[src/source/ooo_macros.svh]
`ifndef OOO_MACROS_SVH
`define OOO_MACROS_SVH

// datapath width of every operand and result
`define XLEN        16

// rename tag width, 32 tags in flight at most
`define TAG_LEN     5

// reservation station depth
`define RS_ENTRIES  8

`define MUL_STEPS   `XLEN   // one shift-add step per multiplier bit

// one wakeup lane per functional unit
`define NUM_LANES   2

`endif

[src/source/isa_pkg.sv]
`default_nettype none

`include "ooo_macros.svh"

package isa_pkg;

    // opcode carried from dispatch down to the functional units
    typedef enum logic [2:0] {
        OP_ADD = 3'd0,  // a + b
        OP_SUB = 3'd1,  // a - b
        OP_AND = 3'd2,
        OP_XOR = 3'd3,
        OP_MUL = 3'd4   // goes to the iterative multiplier
    } alu_op_e;

endpackage

`default_nettype wire

[src/source/sched_pkg.sv]
`default_nettype none

`include "ooo_macros.svh"

package sched_pkg;

    // multiplier sequencing
    typedef enum logic [1:0] {
        MUL_IDLE = 2'd0,
        MUL_RUN  = 2'd1,    // shift-add iterations in progress
        MUL_DONE = 2'd2     // result on the lane for one cycle
    } mul_state_e;

    // position of each unit inside the wakeup lane vectors
    typedef enum logic [$clog2(`NUM_LANES)-1:0] {LANE_ALU = 0, LANE_MUL = 1} lane_e;

endpackage

`default_nettype wire

[src/source/reservation_station.sv]
`default_nettype none

`include "ooo_macros.svh"

module reservation_station import isa_pkg::*, sched_pkg::*; (
    input  logic                                clk,
    input  logic                                reset,
    // dispatch side
    input  logic                                load,
    input  alu_op_e                             op,
    input  logic [`TAG_LEN-1:0]                 dst_tag,
    input  logic [`TAG_LEN-1:0]                 src1_tag,
    input  logic                                src1_ready,
    input  logic [`XLEN-1:0]                    src1_value,
    input  logic [`TAG_LEN-1:0]                 src2_tag,
    input  logic                                src2_ready,
    input  logic [`XLEN-1:0]                    src2_value,
    // result broadcast from the units
    input  logic [`NUM_LANES-1:0]               wake_valid,
    input  logic [`NUM_LANES-1:0][`TAG_LEN-1:0] wake_tag,
    input  logic [`NUM_LANES-1:0][`XLEN-1:0]    wake_value,
    // from issue unit
    input  logic                                clear,
    input  logic [`TAG_LEN-1:0]                 clear_tag,
    output logic                                cand_valid,
    output alu_op_e                             cand_op,
    output logic [`TAG_LEN-1:0]                 cand_dst,
    output logic [`XLEN-1:0]                    cand_a,
    output logic [`XLEN-1:0]                    cand_b,
    output logic                                full
);

    localparam int TOP   = `RS_ENTRIES - 1;    // new entries enter here
    localparam int IDX_W = $clog2(`RS_ENTRIES);

    // current queue, slot 0 holds the oldest entry
    logic [`RS_ENTRIES-1:0] q_valid;
    alu_op_e                q_op   [`RS_ENTRIES];
    logic [`TAG_LEN-1:0]    q_dst  [`RS_ENTRIES];
    logic [`TAG_LEN-1:0]    q_tag1 [`RS_ENTRIES];
    logic [`TAG_LEN-1:0]    q_tag2 [`RS_ENTRIES];
    logic                   q_rdy1 [`RS_ENTRIES];
    logic                   q_rdy2 [`RS_ENTRIES];
    logic [`XLEN-1:0]       q_val1 [`RS_ENTRIES];
    logic [`XLEN-1:0]       q_val2 [`RS_ENTRIES];

    // next-state queue
    logic [`RS_ENTRIES-1:0] n_valid;
    alu_op_e                n_op   [`RS_ENTRIES];
    logic [`TAG_LEN-1:0]    n_dst  [`RS_ENTRIES];
    logic [`TAG_LEN-1:0]    n_tag1 [`RS_ENTRIES];
    logic [`TAG_LEN-1:0]    n_tag2 [`RS_ENTRIES];
    logic                   n_rdy1 [`RS_ENTRIES];
    logic                   n_rdy2 [`RS_ENTRIES];
    logic [`XLEN-1:0]       n_val1 [`RS_ENTRIES];
    logic [`XLEN-1:0]       n_val2 [`RS_ENTRIES];

    logic                   sel_found;  // some entry has both operands
    logic [IDX_W-1:0]       sel_idx;    // lowest such slot

    always_comb begin
        lane_e ln;
        logic  hole;
        n_valid = q_valid;
        n_op    = q_op;
        n_dst   = q_dst;
        n_tag1  = q_tag1;
        n_tag2  = q_tag2;
        n_rdy1  = q_rdy1;
        n_rdy2  = q_rdy2;
        n_val1  = q_val1;
        n_val2  = q_val2;
        // insert, dispatcher guarantees the top slot is free
        if (load) begin
            n_valid[TOP] = 1'b1;
            n_op[TOP]    = op;
            n_dst[TOP]   = dst_tag;
            n_tag1[TOP]  = src1_tag;
            n_rdy1[TOP]  = src1_ready;
            n_val1[TOP]  = src1_value;
            n_tag2[TOP]  = src2_tag;
            n_rdy2[TOP]  = src2_ready;
            n_val2[TOP]  = src2_value;
        end
        // drop the instruction the issue unit just sent
        if (clear) begin
            for (int i = 0; i < `RS_ENTRIES; i++) begin
                if (n_valid[i] && n_dst[i] == clear_tag)
                    n_valid[i] = 1'b0;
            end
        end
        // operand capture, also covers forwarding into the entry loaded this cycle
        for (int k = 0; k < `NUM_LANES; k++) begin
            ln = lane_e'(k);
            if (wake_valid[ln]) begin
                for (int i = 0; i < `RS_ENTRIES; i++) begin
                    if (n_valid[i] && !n_rdy1[i] && n_tag1[i] == wake_tag[ln]) begin
                        n_rdy1[i] = 1'b1;
                        n_val1[i] = wake_value[ln];
                    end
                    if (n_valid[i] && !n_rdy2[i] && n_tag2[i] == wake_tag[ln]) begin
                        n_rdy2[i] = 1'b1;
                        n_val2[i] = wake_value[ln];
                    end
                end
            end
        end
        // compaction: everything above the lowest hole moves down one slot
        hole = 1'b0;
        for (int i = 0; i < TOP; i++) begin
            hole = hole | !n_valid[i];  // slot i still holds its pre-shift value here
            if (hole) begin
                n_valid[i] = n_valid[i+1];
                n_op[i]    = n_op[i+1];
                n_dst[i]   = n_dst[i+1];
                n_tag1[i]  = n_tag1[i+1];
                n_rdy1[i]  = n_rdy1[i+1];
                n_val1[i]  = n_val1[i+1];
                n_tag2[i]  = n_tag2[i+1];
                n_rdy2[i]  = n_rdy2[i+1];
                n_val2[i]  = n_val2[i+1];
            end
        end
        if (hole)
            n_valid[TOP] = 1'b0;    // top slot moved down
    end

    // oldest ready entry, lowest index wins
    always_comb begin
        sel_found = 1'b0;
        sel_idx   = '0;
        for (int i = TOP; i >= 0; i--) begin
            if (n_valid[i] && n_rdy1[i] && n_rdy2[i]) begin
                sel_found = 1'b1;
                sel_idx   = IDX_W'(i);
            end
        end
    end

    always_ff @(posedge clk) begin
        if (reset) begin
            q_valid    <= '0;
            cand_valid <= 1'b0;
        end else begin
            q_valid    <= n_valid;
            cand_valid <= sel_found;
        end
    end

    always_ff @(posedge clk) begin
        q_op     <= n_op;
        q_dst    <= n_dst;
        q_tag1   <= n_tag1;
        q_tag2   <= n_tag2;
        q_rdy1   <= n_rdy1;
        q_rdy2   <= n_rdy2;
        q_val1   <= n_val1;
        q_val2   <= n_val2;
        cand_op  <= n_op[sel_idx];
        cand_dst <= n_dst[sel_idx];
        cand_a   <= n_val1[sel_idx];
        cand_b   <= n_val2[sel_idx];
    end

    assign full = n_valid[TOP];    // no room for a load next cycle

endmodule

`default_nettype wire

[src/source/issue_unit.sv]
`default_nettype none

`include "ooo_macros.svh"

module issue_unit import isa_pkg::*; (
    input  logic                clk,
    input  logic                reset,
    // registered candidate from the station
    input  logic                cand_valid,
    input  alu_op_e             cand_op,
    input  logic [`TAG_LEN-1:0] cand_dst,
    input  logic [`XLEN-1:0]    cand_a,
    input  logic [`XLEN-1:0]    cand_b,
    input  logic                mul_busy,
    output logic                clear,
    output logic [`TAG_LEN-1:0] clear_tag,
    output logic                alu_start,
    output logic                mul_start,
    // operands shared by both units
    output alu_op_e             fu_op,
    output logic [`XLEN-1:0]    fu_a,
    output logic [`XLEN-1:0]    fu_b,
    output logic [`TAG_LEN-1:0] fu_dst
);

    logic is_mul;
    logic mul_free;
    logic mul_pending;  // start sent last cycle, busy not up yet

    assign is_mul   = (cand_op == OP_MUL);
    assign mul_free = !mul_busy && !mul_pending;

    // a multiply waiting on the unit blocks everything behind it
    assign alu_start = cand_valid && !is_mul;
    assign mul_start = cand_valid && is_mul && mul_free;

    assign clear     = alu_start || mul_start;
    assign clear_tag = cand_dst;

    assign fu_op  = cand_op;
    assign fu_a   = cand_a;
    assign fu_b   = cand_b;
    assign fu_dst = cand_dst;

    always_ff @(posedge clk) begin
        if (reset)
            mul_pending <= 1'b0;
        else
            mul_pending <= mul_start;   // covers the edge where busy rises
    end

endmodule

`default_nettype wire

[src/source/alu_unit.sv]
`default_nettype none

`include "ooo_macros.svh"

module alu_unit import isa_pkg::*; (
    input  logic                clk,
    input  logic                reset,
    input  logic                start,
    input  alu_op_e             op,
    input  logic [`XLEN-1:0]    a,
    input  logic [`XLEN-1:0]    b,
    input  logic [`TAG_LEN-1:0] dst,
    output logic                done,       // ALU wakeup lane
    output logic [`TAG_LEN-1:0] done_tag,
    output logic [`XLEN-1:0]    done_value
);

    logic [`XLEN-1:0] result;

    always_comb begin
        case (op)
            OP_ADD:  result = a + b;
            OP_SUB:  result = a - b;
            OP_AND:  result = a & b;
            OP_XOR:  result = a ^ b;
            default: result = '0;   // multiply never steered here
        endcase
    end

    always_ff @(posedge clk) begin
        if (reset)
            done <= 1'b0;
        else
            done <= start;  // one cycle latency
    end

    always_ff @(posedge clk) begin
        if (start) begin
            done_tag   <= dst;
            done_value <= result;
        end
    end

endmodule

`default_nettype wire

[src/source/mul_unit.sv]
`default_nettype none

`include "ooo_macros.svh"

module mul_unit import sched_pkg::*; (
    input  logic                clk,
    input  logic                reset,
    input  logic                start,
    input  logic [`XLEN-1:0]    a,
    input  logic [`XLEN-1:0]    b,
    input  logic [`TAG_LEN-1:0] dst,
    output logic                busy,
    output logic                done,       // MUL wakeup lane
    output logic [`TAG_LEN-1:0] done_tag,
    output logic [`XLEN-1:0]    done_value
);

    localparam int CNT_W = $clog2(`MUL_STEPS);

    mul_state_e       state;
    logic [CNT_W-1:0] step;
    logic             accept;   // new operands taken this cycle
    logic [`XLEN-1:0] acc;      // partial product, low bits only
    logic [`XLEN-1:0] mcand;
    logic [`XLEN-1:0] mplier;
    logic [`TAG_LEN-1:0] tag_q;

    assign accept = start && (state != MUL_RUN);

    always_ff @(posedge clk) begin
        if (reset) begin
            state <= MUL_IDLE;
            step  <= '0;
        end else begin
            case (state)
                MUL_IDLE: begin
                    if (accept)
                        state <= MUL_RUN;
                    step <= '0;
                end
                MUL_RUN: begin
                    step <= step + 1'b1;
                    if (step == CNT_W'(`MUL_STEPS - 1))
                        state <= MUL_DONE;  // last iteration this edge
                end
                MUL_DONE: begin
                    state <= accept ? MUL_RUN : MUL_IDLE;   // back-to-back start allowed
                    step  <= '0;
                end
                default: state <= MUL_IDLE;
            endcase
        end
    end

    // shift-add datapath
    always_ff @(posedge clk) begin
        if (accept) begin
            acc    <= '0;
            mcand  <= a;
            mplier <= b;
            tag_q  <= dst;
        end else if (state == MUL_RUN) begin
            if (mplier[0])
                acc <= acc + mcand;     // carries past XLEN are dropped
            mcand  <= mcand << 1;
            mplier <= mplier >> 1;
        end
    end

    assign busy       = (state == MUL_RUN);
    assign done       = (state == MUL_DONE);
    assign done_tag   = tag_q;
    assign done_value = acc;

endmodule

`default_nettype wire

[src/source/exec_cluster.sv]
`default_nettype none

`include "ooo_macros.svh"

module exec_cluster import isa_pkg::*, sched_pkg::*; (
    input  logic                                clk,
    input  logic                                reset,
    input  logic                                load,
    input  alu_op_e                             op,
    input  logic [`TAG_LEN-1:0]                 dst_tag,
    input  logic [`TAG_LEN-1:0]                 src1_tag,
    input  logic                                src1_ready,
    input  logic [`XLEN-1:0]                    src1_value,
    input  logic [`TAG_LEN-1:0]                 src2_tag,
    input  logic                                src2_ready,
    input  logic [`XLEN-1:0]                    src2_value,
    output logic                                full,
    // completion lanes, indexed by lane_e
    output logic [`NUM_LANES-1:0]               wake_valid,
    output logic [`NUM_LANES-1:0][`TAG_LEN-1:0] wake_tag,
    output logic [`NUM_LANES-1:0][`XLEN-1:0]    wake_value
);

    // station to issue
    logic                cand_valid;
    alu_op_e             cand_op;
    logic [`TAG_LEN-1:0] cand_dst;
    logic [`XLEN-1:0]    cand_a;
    logic [`XLEN-1:0]    cand_b;
    logic                clear;
    logic [`TAG_LEN-1:0] clear_tag;
    // issue to units
    logic                alu_start;
    logic                mul_start;
    logic                mul_busy;
    alu_op_e             fu_op;
    logic [`XLEN-1:0]    fu_a;
    logic [`XLEN-1:0]    fu_b;
    logic [`TAG_LEN-1:0] fu_dst;

    reservation_station u_rs (
        .clk, .reset, .load, .op, .dst_tag,
        .src1_tag, .src1_ready, .src1_value,
        .src2_tag, .src2_ready, .src2_value,
        .wake_valid, .wake_tag, .wake_value,
        .clear, .clear_tag,
        .cand_valid, .cand_op, .cand_dst, .cand_a, .cand_b,
        .full
    );

    issue_unit u_issue (
        .clk, .reset,
        .cand_valid, .cand_op, .cand_dst, .cand_a, .cand_b,
        .mul_busy,
        .clear, .clear_tag, .alu_start, .mul_start,
        .fu_op, .fu_a, .fu_b, .fu_dst
    );

    alu_unit u_alu (
        .clk, .reset,
        .start      (alu_start),
        .op         (fu_op),
        .a          (fu_a),
        .b          (fu_b),
        .dst        (fu_dst),
        .done       (wake_valid[LANE_ALU]),
        .done_tag   (wake_tag[LANE_ALU]),
        .done_value (wake_value[LANE_ALU])
    );

    mul_unit u_mul (
        .clk, .reset,
        .start      (mul_start),
        .a          (fu_a),
        .b          (fu_b),
        .dst        (fu_dst),
        .busy       (mul_busy),
        .done       (wake_valid[LANE_MUL]),
        .done_tag   (wake_tag[LANE_MUL]),
        .done_value (wake_value[LANE_MUL])
    );

endmodule

`default_nettype wire

[config.mk]
export PLATFORM = sky130hd
export DESIGN_NAME = exec_cluster
export DESIGN_NICKNAME = d
export VERILOG_FILES = /design/src/source/isa_pkg.sv /design/src/source/sched_pkg.sv /design/src/source/reservation_station.sv /design/src/source/issue_unit.sv /design/src/source/alu_unit.sv /design/src/source/mul_unit.sv /design/src/source/exec_cluster.sv
export VERILOG_INCLUDE_DIRS = /design/src /design/src/source
export SDC_FILE = /design/constraint.sdc
export NUM_CORES = 2
export LEC_CHECK = 0
export BUFFER_PORTS_ARGS = -buffer_cell sky130_fd_sc_hd__buf_2
export CAP_MARGIN = 10
export CORE_ASPECT_RATIO = 2
export CORE_MARGIN = 4
export CORE_UTILIZATION = 45
export CTS_CLUSTER_SIZE = 12
export DETAILED_ROUTE_END_ITERATION = 6
export PLACE_DENSITY = 0.67
export SLEW_MARGIN = 20
export SYNTH_ARGS = -nofsm -noshare
export SYNTH_HDL_FRONTEND = slang
export SYNTH_SLANG_ARGS = --single-unit
[constraint.sdc]
create_clock -name clk -period 3.7 [get_ports clk]
set_input_delay 0.74 -clock clk [delete_from_list [all_inputs] [get_ports clk]]
set_output_delay 0.74 -clock clk [all_outputs]
set_load 0.01 [all_outputs]
* Word level (Yosys, flattened, before mapping)
Index checks and enable logic that the tools add are counted.
** Storage, ports and cells
- Flip-flop bits (word level) :: 547
- Input bits :: 55
- Logic and storage cells :: 465
** Cells by class
- Add/subtract/negate cells :: 4
- Magnitude comparators :: 1
- Eq/ne operators :: 50
- Mux-type cells :: 178
- Bitwise logic cells :: 9
- Reductions and logical operators :: 143
** Operator list (count)
- 16-bit two-way mux :: 56
- 128-bit two-way mux :: 4
- 5-bit equality test :: 40
- 16-bit binary-select mux with 3-bit select :: 2
- 1-bit logical AND :: 93
- 1-bit two-way mux :: 74
- 16-bit one-hot mux with 4 select lines :: 1
- 5-bit two-way mux :: 12
- 3-bit two-way mux :: 18
- 1-bit logical NOT :: 42
- 8-bit two-way mux :: 5
- 16-bit adder :: 2
- 16-bit bitwise AND :: 1
- 16-bit subtractor :: 1
- 16-bit XOR :: 1
- 5-bit binary-select mux with 3-bit select :: 1
- 3-bit binary-select mux with 3-bit select :: 1
- 4-bit one-hot mux with 2 select lines :: 1
- 3-bit by 2-bit equality test with 1-bit output (second input constant) :: 2
- 2-bit by 1-bit inequality test with 1-bit output (second input constant) :: 3
- 1-bit OR :: 6
- 2-bit one-hot mux with 3 select lines :: 1
- 4-bit by 1-bit adder with 4-bit output (second input constant) :: 1
- 4-bit equality test (second input constant) :: 1
- other kinds (13) :: 16

* Longest topological paths before layout
- Depth after elaboration :: 29
- Mapped depth :: 18
- Depth with buffers taken out :: 16

* By module
From an unflattened synthesis, not the netlist that was laid out.
** Second synthesis, totals
- Cells, all modules :: 3552
- Area total of the unflattened synthesis :: 31290.0 um2
** By module, submodules not included
- reservation_station :: times used 1, cells each 2946, area an instance 25635.8 um2, sequential area each 10009.6 um2
- mul_unit :: times used 1, cells each 309, area an instance 2965.3 um2, sequential area each 1551.5 um2
- alu_unit :: times used 1, cells each 243, area an instance 2279.7 um2, sequential area each 650.6 um2
- issue_unit :: times used 1, cells each 54, area an instance 409.1 um2, sequential area each 20.0 um2

* Least setup slack after synthesis
No wires, ideal clock.
- Kind :: input port to flip-flop
- Start :: input load
- End :: register u_rs.cand_b[2]
- Arrival :: 3.798 ns
- Setup slack :: -0.163 ns
- Stages :: 15
- Path buffers :: 4
- Cells stage by stage :: buf_2 -> buf_4 -> mux2i_1 -> xnor2_1 -> nor4_1 -> a21oi_1 -> a221oi_2 -> nand2b_1 -> a41o_1 -> a21oi_2 -> buf_2 -> clkbuf_1 -> o21ai_0 -> a21bo_2 -> nand4_1
** RTL lines
- from (decl) :: line exec_cluster.sv:8 : input logic load,
- to (signal assigned) :: line reservation_station.sv:162 : cand_b <= n_val2[sel_idx];
- to (decl) :: line reservation_station.sv:29 : output logic [`XLEN-1:0] cand_b,

* Worst setup path after layout
- Start :: register u_rs.cand_op[2]
- End :: register u_rs.cand_a[6]
** On the way
- Word-level cells in the longest chain between the ends :: 28
** Ends and longest elaborated chain
- from (decl) :: line reservation_station.sv:26 : output alu_op_e cand_op,
- from (signal assigned) :: line reservation_station.sv:159 : cand_op <= n_op[sel_idx];
- 3-bit equality test * :: line issue_unit.sv:30 : assign is_mul = (cand_op == OP_MUL);
- 1-bit logical NOT or 1-bit logical AND (tied branches) :: line issue_unit.sv:34, issue_unit.sv:35
- 1-bit logical AND (on tied branches) :: line issue_unit.sv:34, issue_unit.sv:35
- 1-bit logical OR * :: line issue_unit.sv:37 : assign clear = alu_start || mul_start;
- 8-bit two-way mux * :: line reservation_station.sv:86 : if (clear) begin
- branches (longest 20 deep; another with 3-bit two-way mux)
- 16-bit binary-select mux with 3-bit select * :: line reservation_station.sv:161 : cand_a <= n_val1[sel_idx];
- 16-bit two-way mux (not written as such) * (2 in series) :: line reservation_station.sv:161
- to (signal assigned) :: line reservation_station.sv:161
- to (decl) :: line reservation_station.sv:28 : output logic [`XLEN-1:0] cand_a,
Every way passes the cells marked *. The select of a mux whose other input is x is not followed.
A chain may end at the register's enable or synchronous reset.

==> summary.txt <==
Power
  – P_leak: around 17 nW
  – Tot Pwr: roughly 19 mW
  – Maximum vdd ir drop: 0.3922 mV
  – Pwr dens: about 500 nW/um2

Timing
  – Worst hold slack: around 0.37 ns
  – Fin worst setup slack: -0.4678 ns
  – Relative slew slack: 19.80%
  – Tightest Pin Transition: 1.201 ns
  – Clk_skew: approximately 0.055 ns
  – RSZ-0062 raised after global routing: true
  – Fin crit period: 4.168 ns
  – Max Slew Vio Count: 0
  – Endpoints failing hold: 0
  – Final setup violation count: 41
  – Final critical-path share of the clock period: 112.6%
  – Achievable frequency: roughly 0.24 GHz

Worst setup path
  – Startpoint Class: flop
  – Critical Path, Cell by Cell: or3b_4 -> a22oi_2 -> buf_6 -> buf_4 -> o31ai_4 -> buf_6 -> a21boi_1 -> o211ai_1 -> o2111ai_2 -> a41o_4 -> a21oi_4 -> buf_12 -> nor2_4 -> buf_8 -> buf_6 -> o211ai_1 -> nand4_1
  – Worst path arrival time: 4.68 ns
  – Worst Setup Path Type: reg2reg
  – Crit path capture type: flop
  – WP data required: 4.21 ns
  – Worst path max stage delay: 0.59 ns
  – CP Max Fanout: 8
  – Buf/Inv on CP: 6
  – Max stage delay cell, worst path: o211ai_1
  – CP top delay family: compound AO/OA/AOI/OAI gates
  – Top cell by count, worst path: buf_6

Cells and area
  – Design area: approximately 38000 um2
  – P&R area growth vs syn: 22.80%
  – Share of layout cells above drive strength 1: 21.80%
  – Fill cells: 6125
  – Post-layout nets: 3943
  – Core Util, Final: about 56%

CTS
  – Latest clock arrival within the worst-skew pair: ~0.66 ns
  – Clock transition at path regs: 0.06 ns
  – TritonCTS clock tree: yes
  – CTS Buf Count: 53
  – Root buffer cell: clkbuf_16
  – Num Clock Sinks: approximately 550
  – Clk buf depth: 3
  – H-tree depth: 2

Global route
  – Initial antenna violation count: 9
  – Largest net degree at the start of global routing: 65
  – Vias in the first global route: 30160
  – First-pass GRT wire length: ~200000 um
  – Global route overflow: 0
  – Total track usage: 37.01%

Synth
  – Yosys warnings: 0
  – Synth Register Bits: 547
  – EDFF count, synth: 128
  – Synth Instances: about 3500
  – Seq/Total Area, Yosys: 39.77%
  – Post-synth ARST share: 0%
  – Post-Syn Nets: ~3600
  – Largest area contributor in the netlist: dfxtp_1
  – Syn_area_per_cell: 8.686 um2
  – Top cells by count, synth: nand2_1, dfxtp_1, mux2i_1
  – Synth cell types: 82
  – Primary FF master, synth: dfxtp_1
  – Post-synth top area share: 27.27%
  – Most common cell in the netlist: nand2_1
  – Ranking of synthesized cells by area: dfxtp_1, edfxtp_1, mux2i_1
  – Synth Cell Area: 30760 um2

Flow run
  – Max Cap Viol: 0

Floorplan
  – Io pins: 100
  – Row count: 135
  – Die width: 192.9 um
  – Starting Density: a little under half
  – Die Height: 377.7 um
  – Full die area: 72850 um2
  – Core area: a little under 70000 um2

Placement
  – Post-detail-place hpwl: roughly 91000 um
  – Dpl cell area: 34820 um2
  – Final Wtd Congestion: approximately 1
  – IO buf count: 99

Routing
  – DRC: 0
  – Pre-Repair DR Iteration Count: 6
  – WL final: 136900 um
  – Via count: 29980
  – Post-DRT Antenna Nets: 0
  – Detail-routed net length per standard cell: roughly 29 um
  – Vias per cell: 6.299
  – Initial drt markers: a little over 3000

Hold path
  – Worst Hold Class: in2reg

Status
  – Violated checks: setup timing
  – Status: complete, but fails checks
==> registers in the layout (all words and copies together) (netlist names), 24 cells and up <==
name and flops:
u_rs.q_dst 40, u_rs.q_val2 128, u_rs.q_op 24, u_rs.q_val1 128, u_rs.q_tag2 40, u_rs.q_tag1 40
==> routing by layer <==
metal	vias up	GRT usage, %	share of wire, %
li1	13120	-	-
met1	14120	34.79	30
met2	1767	60.65	47
met3	972	10.97	8.8
met4	8	39.16	14
met5	-	0	0.039
==> kinds of logic after synthesis <==
| group | synth area share (%) |
|---|---|
| compound gates | 16.28 |
| xor+xnor | 6.777 |
| fa+ha+maj | 2.083 |
| buf+inv | 4.609 |
| flops | 39.77 |
| mux | 13.80 |
| simple gates | 16.68 |
==> through the flow <==
| step | setup WS, ns | cells | TNS [ns] |
|---|---|---|---|
| 5_1_grt | -0.4868 | 4758 | -14.03 |
| 6_report | -0.4678 | 4760 | -9.104 |
| 3_5_place_dp | -0.5874 | 4621 | -15.98 |
| 3_3_place_gp | -0.5778 | 4621 | -15.08 |
| 4_1_cts | -0.2820 | 4745 | -4.806 |
| 2_1_floorplan | -0.02202 | 3541 | -0.04585 |
==> layout by cell type (no fill, tap or decap), types with 51 or more instances in the layout <==
cell type / n
xnor2_1: 116
mux2i_1: 322
a21oi_1: 197
inv_1: 51
nand2b_1: 53
buf_4: 359
buf_12: 51
clkbuf_16: 54
nand2_1: 535
o211ai_1: 142
buf_2: 97
xor2_1: 122
nor2_1: 162
dfxtp_1: 414
o21ai_0: 234
edfxtp_1: 128
nand3_1: 87
mux2_2: 89
==> what timing repair did <==
item | CTS | global route
gates cloned | 14 | 0
buffers inserted | 31 | 17
hold buffers | 0 | 0
resized for setup | 159 | 48
pin swaps | 120 | 74
setup endpoints to repair | 43 | 45
==> area by class of cell <==
cell class	instances	area [um2]	share of cell area (%)
Antenna cell	3	7.507	0.01987
Inverter	58	230.2	0.6095
Timing Repair Buffer	547	4865	12.88
Multi-Input combinational cell	2631	17750	46.98
Sequential cell	547	12240	32.41
Clock inverter	3	45.04	0.1192
Tap cell	890	1114	2.948
Clock buffer	81	1523	4.031
==> power breakdown <==
part,internal (mW),switching (mW)
Clock,2.82,2.47
Combinational,2.17,3.37
Sequential,6.86,0.895
==> final timing paths <==
| kind | startpoint | end | slack [ns] | cells past startpoint |
|---|---|---|---|---|
| worst max-delay path | u_rs.cand_op[2]$_DFF_P_ | u_rs.cand_a[6]$_DFF_P_ | -0.47 | 17 |
| worst min-delay path | op[1] | u_rs.q_op[1]$_DFF_P_ | 0.37 | 3 |
| worst max register to register | u_rs.cand_op[2]$_DFF_P_ | u_rs.cand_a[6]$_DFF_P_ | -0.47 | 17 |
| worst min register to register | u_rs.q_op[14]$_DFF_P_ | u_rs.q_op[14]$_DFF_P_ | 0.47 | 2 |
==> tightest hold or removal path, stage by stage <==
cell and delay, ns:
buf_2 0.08, mux2i_1 0.11, inv_1 0.07
Note: power is estimated with default switching activity, not from simulation.
